==> src/rtl/tcdm_pkg.sv <==
// Widths and opcodes of the TCDM style L2 port
// Only full word accesses are used on this port

package tcdm_pkg;

  // Address and data widths of the L2 port
  localparam int unsigned ADDR_W = 32;
  localparam int unsigned DATA_W = 32;

  // Bus words
  typedef logic [ADDR_W-1:0] addr_t;
  typedef logic [DATA_W-1:0] data_t;

  // Bus opcode
  // The encoding equals the wen level, so a write drives wen low
  typedef enum logic {
    OP_WRITE = 1'b0,
    OP_READ  = 1'b1
  } bus_op_e;

endpackage

==> src/rtl/fc_pkg.sv <==
// Interrupt side constants and types of the fabric controller
// The interrupt id width must cover NUM_EVENTS lines

package fc_pkg;

  // ************************************************************************
  // Interrupt lines
  // ************************************************************************

  // Number of event lines seen by the controller
  localparam int unsigned NUM_EVENTS = 32;

  // Width of an interrupt id, enough to index every event line
  localparam int unsigned IRQ_ID_W = $clog2(NUM_EVENTS);

  // Interrupt id as carried on the acknowledge port
  typedef logic [IRQ_ID_W-1:0] irq_id_t;

  // ************************************************************************
  // Service sequencer
  // ************************************************************************

  // States of the interrupt service FSM
  typedef enum logic [2:0] {
    IDLE    = 3'd0,  // waiting for a pending line and fetch enable
    ACK     = 3'd1,  // one cycle acknowledge pulse
    RD_REQ  = 3'd2,  // count read request held until grant
    RD_WAIT = 3'd3,  // waiting for read data
    WR_REQ  = 3'd4,  // count write request held until grant
    WR_WAIT = 3'd5,  // waiting for write response
    HALTED  = 3'd6   // parked by debug request
  } seq_state_e;

endpackage

==> src/rtl/fc_event_capture.sv <==
`timescale 1ns/10ps
// Event capture for the fabric controller interrupt lines
// Events must be slow enough for a two stage register chain in the clk_i domain
// Line LEVEL_EVENT_ID is passed as a level and ignores acknowledge

module fc_event_capture #(
  parameter int unsigned LEVEL_EVENT_ID = 11
) (
  input  logic                          clk_i,
  input  logic                          rst_ni,
  input  logic [fc_pkg::NUM_EVENTS-1:0] events_i,
  input  logic                          ack_i,
  input  fc_pkg::irq_id_t               ack_id_i,
  output logic [fc_pkg::NUM_EVENTS-1:0] pending_o
);

  // Register chain over the raw events
  logic [fc_pkg::NUM_EVENTS-1:0] sync_a_q;
  logic [fc_pkg::NUM_EVENTS-1:0] sync_b_q;

  // Later stage one cycle back
  logic [fc_pkg::NUM_EVENTS-1:0] sync_b_prev_q;

  // Rising edge strobes, one cycle wide
  logic [fc_pkg::NUM_EVENTS-1:0] rise;

  // Sticky pending bits
  logic [fc_pkg::NUM_EVENTS-1:0] pending_q;

  // ************************************************************************
  // Edge detection
  // ************************************************************************

  // High for one cycle when the later stage has just gone high
  assign rise = sync_b_q & ~sync_b_prev_q;

  always_ff @(posedge clk_i or negedge rst_ni) begin
    if (!rst_ni) begin
      sync_a_q      <= '0;
      sync_b_q      <= '0;
      sync_b_prev_q <= '0;
    end else begin
      sync_a_q      <= events_i;
      sync_b_q      <= sync_a_q;
      sync_b_prev_q <= sync_b_q;
    end
  end

  // ************************************************************************
  // Pending bits
  // ************************************************************************

  always_ff @(posedge clk_i or negedge rst_ni) begin
    if (!rst_ni) begin
      pending_q <= '0;
    end else begin
      for (int i = 0; i < fc_pkg::NUM_EVENTS; i++) begin
        if (i == LEVEL_EVENT_ID) begin
          // Event generator line, raw level one cycle late
          pending_q[i] <= events_i[i];
        end else if (ack_i && (ack_id_i == fc_pkg::irq_id_t'(i))) begin
          // Ack has priority over a new edge in the same cycle
          pending_q[i] <= 1'b0;
        end else if (rise[i]) begin
          pending_q[i] <= 1'b1;
        end
      end
    end
  end

  assign pending_o = pending_q;

endmodule

==> src/rtl/fc_irq_sequencer.sv <==
`timescale 1ns/10ps
// Interrupt service sequencer standing in for the fabric controller core
// One L2 access in flight at a time, r_valid must come at least a cycle after gnt
// Count words sit at LOG_BASE + 4 * id and wrap silently on overflow

module fc_irq_sequencer #(
  parameter tcdm_pkg::addr_t LOG_BASE = 32'h1C00_0000
) (
  input  logic                          clk_i,
  input  logic                          rst_ni,
  input  logic [fc_pkg::NUM_EVENTS-1:0] pending_i,
  input  logic                          fetch_en_i,
  input  logic                          debug_req_i,
  output logic                          ack_o,
  output fc_pkg::irq_id_t               ack_id_o,
  output logic                          halted_o,
  output logic                          req_o,
  output tcdm_pkg::addr_t               add_o,
  output logic                          wen_o,
  output tcdm_pkg::data_t               wdata_o,
  output logic [3:0]                    be_o,
  input  logic                          gnt_i,
  input  logic                          r_valid_i,
  input  tcdm_pkg::data_t               r_rdata_i
);

  fc_pkg::seq_state_e state_q;
  fc_pkg::seq_state_e state_d;

  // Lowest pending line, from the priority search
  fc_pkg::irq_id_t    pick_id;
  // Id under service, latched when leaving IDLE
  fc_pkg::irq_id_t    id_q;
  // Incremented count waiting to be written back
  tcdm_pkg::data_t    count_q;
  // Current bus opcode
  tcdm_pkg::bus_op_e  bus_op;

  // ************************************************************************
  // Priority search
  // ************************************************************************

  // Scan downward so the lowest set bit is the last one kept
  always_comb begin
    pick_id = '0;
    for (int i = fc_pkg::NUM_EVENTS - 1; i >= 0; i--) begin
      if (pending_i[i]) begin
        pick_id = fc_pkg::irq_id_t'(i);
      end
    end
  end

  // ************************************************************************
  // Service FSM
  // ************************************************************************

  always_comb begin
    state_d = state_q;
    case (state_q)
      fc_pkg::IDLE: begin
        // Debug only takes effect between services
        if (debug_req_i) begin
          state_d = fc_pkg::HALTED;
        end else if (fetch_en_i && (|pending_i)) begin
          state_d = fc_pkg::ACK;
        end
      end
      fc_pkg::ACK:     state_d = fc_pkg::RD_REQ;
      fc_pkg::RD_REQ:  if (gnt_i) state_d = fc_pkg::RD_WAIT;
      fc_pkg::RD_WAIT: if (r_valid_i) state_d = fc_pkg::WR_REQ;
      fc_pkg::WR_REQ:  if (gnt_i) state_d = fc_pkg::WR_WAIT;
      fc_pkg::WR_WAIT: if (r_valid_i) state_d = fc_pkg::IDLE;
      fc_pkg::HALTED:  if (!debug_req_i) state_d = fc_pkg::IDLE;
      default:         state_d = fc_pkg::IDLE;
    endcase
  end

  always_ff @(posedge clk_i or negedge rst_ni) begin
    if (!rst_ni) begin
      state_q <= fc_pkg::IDLE;
    end else begin
      state_q <= state_d;
    end
  end

  // Service payload
  always_ff @(posedge clk_i) begin
    if ((state_q == fc_pkg::IDLE) && (state_d == fc_pkg::ACK)) begin
      id_q <= pick_id;
    end
    if ((state_q == fc_pkg::RD_WAIT) && r_valid_i) begin
      count_q <= r_rdata_i + tcdm_pkg::data_t'(1);
    end
  end

  // ************************************************************************
  // Port side
  // ************************************************************************

  assign ack_o    = (state_q == fc_pkg::ACK);
  assign ack_id_o = id_q;
  assign halted_o = (state_q == fc_pkg::HALTED);

  // Write only while the write request is held
  assign bus_op = (state_q == fc_pkg::WR_REQ) ? tcdm_pkg::OP_WRITE : tcdm_pkg::OP_READ;

  // Request, address and data come from registers and stay stable until gnt
  assign req_o   = (state_q == fc_pkg::RD_REQ) || (state_q == fc_pkg::WR_REQ);
  assign add_o   = LOG_BASE + tcdm_pkg::addr_t'({id_q, 2'b00});
  assign wen_o   = (bus_op == tcdm_pkg::OP_WRITE) ? 1'b0 : 1'b1;
  assign wdata_o = count_q;
  assign be_o    = 4'b1111;

endmodule

==> src/rtl/fc_subsystem.sv <==
`timescale 1ns/10ps
// Fabric controller subsystem with event capture and interrupt sequencer
// Only the L2 data port exists, bus error responses are not supported
// All inputs are taken as synchronous to clk_i except events_i

module fc_subsystem #(
  parameter int unsigned     LEVEL_EVENT_ID = 11,
  parameter tcdm_pkg::addr_t LOG_BASE       = 32'h1C00_0000
) (
  input  logic                          clk_i,
  input  logic                          rst_ni,

  input  logic [fc_pkg::NUM_EVENTS-1:0] events_i,
  input  logic                          fetch_en_i,
  input  logic                          debug_req_i,

  // L2 master port, TCDM style
  output logic                          l2_req_o,
  output tcdm_pkg::addr_t               l2_add_o,
  output logic                          l2_wen_o,
  output tcdm_pkg::data_t               l2_wdata_o,
  output logic [3:0]                    l2_be_o,
  input  logic                          l2_gnt_i,
  input  logic                          l2_r_valid_i,
  input  tcdm_pkg::data_t               l2_r_rdata_i,

  output logic                          core_irq_ack_o,
  output fc_pkg::irq_id_t               core_irq_ack_id_o,
  output logic                          stoptimer_o
);

  // Interrupt path between capture and sequencer
  logic [fc_pkg::NUM_EVENTS-1:0] irq_pending;
  logic                          irq_ack;
  fc_pkg::irq_id_t               irq_ack_id;

  // ************************************************************************
  // Event capture
  // ************************************************************************

  fc_event_capture #(
    .LEVEL_EVENT_ID (LEVEL_EVENT_ID)
  ) u_capture (
    .clk_i     (clk_i),
    .rst_ni    (rst_ni),
    .events_i  (events_i),
    .ack_i     (irq_ack),
    .ack_id_i  (irq_ack_id),
    .pending_o (irq_pending)
  );

  // ************************************************************************
  // Interrupt service sequencer
  // ************************************************************************

  fc_irq_sequencer #(
    .LOG_BASE (LOG_BASE)
  ) u_sequencer (
    .clk_i       (clk_i),
    .rst_ni      (rst_ni),
    .pending_i   (irq_pending),
    .fetch_en_i  (fetch_en_i),
    .debug_req_i (debug_req_i),
    .ack_o       (irq_ack),
    .ack_id_o    (irq_ack_id),
    .halted_o    (stoptimer_o),
    .req_o       (l2_req_o),
    .add_o       (l2_add_o),
    .wen_o       (l2_wen_o),
    .wdata_o     (l2_wdata_o),
    .be_o        (l2_be_o),
    .gnt_i       (l2_gnt_i),
    .r_valid_i   (l2_r_valid_i),
    .r_rdata_i   (l2_r_rdata_i)
  );

  // Ack also leaves the subsystem for observation
  assign core_irq_ack_o    = irq_ack;
  assign core_irq_ack_id_o = irq_ack_id;

endmodule

==> config.mk <==
export PLATFORM = sky130hd
export DESIGN_NAME = fc_subsystem
export DESIGN_NICKNAME = d
export VERILOG_FILES = /design/src/rtl/tcdm_pkg.sv /design/src/rtl/fc_pkg.sv /design/src/rtl/fc_event_capture.sv /design/src/rtl/fc_irq_sequencer.sv /design/src/rtl/fc_subsystem.sv
export SDC_FILE = /design/constraint.sdc
export NUM_CORES = 1
export LEC_CHECK = 0
export BUFFER_PORTS_ARGS = -buffer_cell sky130_fd_sc_hd__buf_4
export CAP_MARGIN = 25
export CORE_UTILIZATION = 53
export CTS_CLUSTER_SIZE = 16
export DETAILED_ROUTE_END_ITERATION = 12
export GPL_ROUTABILITY_DRIVEN = 0
export GPL_TIMING_DRIVEN = 1
export PLACE_DENSITY = 0.79
export RECOVER_POWER = 50
export SLEW_MARGIN = 5
export SYNTH_ARGS = -nofsm -noshare
export SYNTH_HDL_FRONTEND = slang
export SYNTH_SLANG_ARGS = --single-unit
==> constraint.sdc <==
create_clock -name clk_i -period 4.1 [get_ports clk_i]
set_input_delay 0.205 -clock clk_i [delete_from_list [all_inputs] [get_ports clk_i]]
set_output_delay 0.205 -clock clk_i [all_outputs]
set_load 0.02 [all_outputs]
==> summary.md <==
| Metric | Value |
|---|---|
| Outcome | `finished, final reports clean` |
| Commonest non-fill, non-tap cell in the layout | `dfrtp_1` |
| Die width | `110 um` |
| Via density per instance | `5.15` |
| Latest clock arrival within the worst-skew pair | `420 ps` |
| Period utilisation layout | `47.2%` |
| Fin Clk Skew | `6.50 ps` |
| Antenna diode count | `0` |
| WP buf/inv | `0` |
| Leak | `3.35 nW` |
| Critical-path top delay cell | `or4_4` |
| YS warnings | `0` |
| Cts hold-fix bufs | `33` |
| Max clock buf depth | `2` |
| GRT Resource Usage Total | `22.5%` |
| Area of the multi-input gates | `1520 sq um` |
| Sink Count | `165` |
| Max VDD drop | `347 uV` |
| Setup TNS | `0 ps` |
| Final setup viols | `0` |
| DRC | `0` |
| Sequential area share after synthesis | `69.9%` |
| Area contributors post-synth | `dfrtp_1 52%, edfxtp_1 18%, a21oi_1 5.7%, buf_4 4.4%, xnor2_1 3.3%` |
| Placed Cells | `735` |
| Initial antenna violation count | `0` |
| Layout fillers | `805` |
| Ports | `147` |
| Final nets | `715` |
| Die H | `110 um` |
| Drt pass-1 iters | `4` |
| HPWL after DPL | `8540 um` |
| Worst Setup End Kind | `register` |
| Most frequent cells in the layout | `128 x dfrtp_1, 70 x a21oi_1, 64 x buf_4, 40 x inv_1, 37 x edfxtp_1` |
| Area Growth Syn to Fin | `27.1%` |
| CTS tree | `done` |
| Routed Wire Length | `12300 um` |
| Core footprint | `11400 sq um` |
| Yosys top cell by area | `dfrtp_1` |
| Synth Register Bits | `165` |
| First-pass GRT wire length | `19800 um` |
| Root buf cell | `clkbuf_16` |
| RSZ-0062 raised after global routing | `false` |
| Crit path DAT | `2230 ps` |
| CP delay by family, top | `simple AND/OR/NAND/NOR gates` |
| Max cap viols | `0` |
| Vias in the first global route | `4197` |
| Routed Antenna Nets | `0` |
| Site Rows | `39` |
| H-tree depth | `4` |
| Endpoints failing hold | `0` |
| Reg area | `4310 sq um` |
| Synth Cell Area | `6180 sq um` |
| Hold Path Class | `primary input to register` |
| Largest net degree at the start of global routing | `61` |
| Min cycle time layout | `1930 ps` |
| Worst-path fanout max | `6` |
| Post-synth EDFFs | `37` |
| Mean Syn Cell Area | `12.7 sq um` |
| Per-cell routed wire length | `15.4 um` |
| CP cell instances | `or4_4 -> nor2_4 -> nand3_2 -> o2111a_1 -> o21bai_1` |
| Worst path max stage delay | `580 ps` |
| Ys flop type | `dfrtp_1` |
| Power Dens Cells | `478 nW/um^2` |
| FMAX | `0.517 GHz` |
| Placement Cell Area | `7060 sq um` |
| Reg clk slew, reported paths | `60 ps` |
| WP data required | `4400 ps` |
| Synth cell types | `46` |
| Initial Util | `54.3%` |
| Worst Setup Start Kind | `register` |
| Via Count | `4118` |
| Finished Layout Cells | `800` |
| Share of post-route cells with drive strength above 1 | `20.4%` |
| Port Buf Inserts | `115` |
| Post-route cell area | `7850 sq um` |
| DRT iter0 DRCs | `224` |
| Max-slew violations | `0` |
| Syn Inst Count | `487` |
| Async set-reset flop share out of synthesis | `77.6%` |
| Rel. slew slack | `46.5%` |
| Post-CTS setup buffers | `0` |
| Slew @ Worst Pin | `797 ps` |
| Critical path class | `register to register` |
| CTS buffer count | `17` |
| Grt ovf | `0` |
| Post-CTS Resized | `0` |
| Post-synth top area share | `51.9%` |
| Die ar. | `12100 sq um` |
## final timing paths
check / startpoint / end / slack [ps] / depth (start not counted)
hold / removal: l2_r_rdata_i[0] / u_sequencer.wdata_o[0] / 30 / 2
setup / recovery: u_capture.pending_o[9] / u_sequencer.state_q[0] / 2170 / 5
min in group asynchronous: rst_ni / u_capture.sync_a_q[5] / 390 / 2
hold reg to reg: u_capture.sync_a_q[21] / u_capture.sync_b_q[21] / 350 / 0
max in group asynchronous: rst_ni / u_capture.pending_o[17] / 2740 / 3
setup reg to reg: u_capture.pending_o[9] / u_sequencer.state_q[0] / 2170 / 5
## flip-flops by register name, indices dropped and copies added, names as in the netlist
name                     count
u_capture.sync_a_q          32
u_capture.sync_b_q          31
u_sequencer.state_q          3
u_capture.sync_b_prev_q     31
u_sequencer.ack_id_o         5
u_sequencer.wdata_o         32
u_capture.pending_o         31
## layout make-up
type                       instances  share of cell area, %
multi-input combinational        268                   19.3
sequential                       165                   55.0
tap                              143                   2.28
clock inverter                    13                   1.24
inverter                          41                   1.96
timing repair buffer             151                   14.4
clock buffer                      19                   5.79
## per-layer routing
layer / GRT usage [%] / vias to the layer above / part of all wire, %
li1: - / 1918 / -
met1: 26.2 / 2008 / 39
met2: 36.3 / 168 / 50
met3: 10.0 / 24 / 9.0
met4: 9.71 / 0 / 1.7
met5: 0 / - / 0
## kinds of logic (layout without fill, tap and decap cells)
logic type | count (synthesis) | after routing | synth area share, %
buffers and inverters | 83 | 224 | 7.27
adder cells (fa/ha/maj) | 2 | 2 | 0.365
XOR/XNOR | 31 | 31 | 4.40
AO/OA/AOI/OAI | 90 | 90 | 8.10
flip-flops | 165 | 165 | 69.9
AND/OR/NAND/NOR | 114 | 114 | 9.89
other | 2 | 31 | 0.122
## synth_stat cells (2+ instances only)
library cell,number
xnor2_1,23
a221oi_1,2
buf_4,36
and3_1,3
nor2_1,25
nand2_1,23
dfrtp_1,128
nand4_1,5
xor2_1,8
nand2b_1,3
edfxtp_1,37
conb_1,2
buf_2,2
buf_1,2
a21oi_1,70
a2111oi_0,2
nor4_1,7
nor3_1,10
o31ai_1,4
nand3_1,14
nor3b_1,4
and2_1,3
nor2b_1,4
inv_1,40
or4_1,5
o21ai_0,3
o21bai_1,2
clkbuf_1,2
## power by group
part           total, mW  internal, mW  switching, mW
clock network       1.45         0.816          0.634
logic              0.428         0.174          0.254
registers           1.87          1.79         0.0834
## metrics by stage
step | util, % | hold slack [ps] | total power, mW | setup WS (ps)
global placement | 62.1 | 296 | 2.29 | 2260
detailed placement | 62.1 | 305 | 2.31 | 2190
finish | 69.0 | 32.5 | 3.75 | 2170
floorplan | - | -90.6 | 2.13 | 509
global route | 69.0 | 33.6 | 3.90 | 2010
CTS | 69.8 | 29.7 | 3.79 | 2180
(Power assumes the default switching activity.)
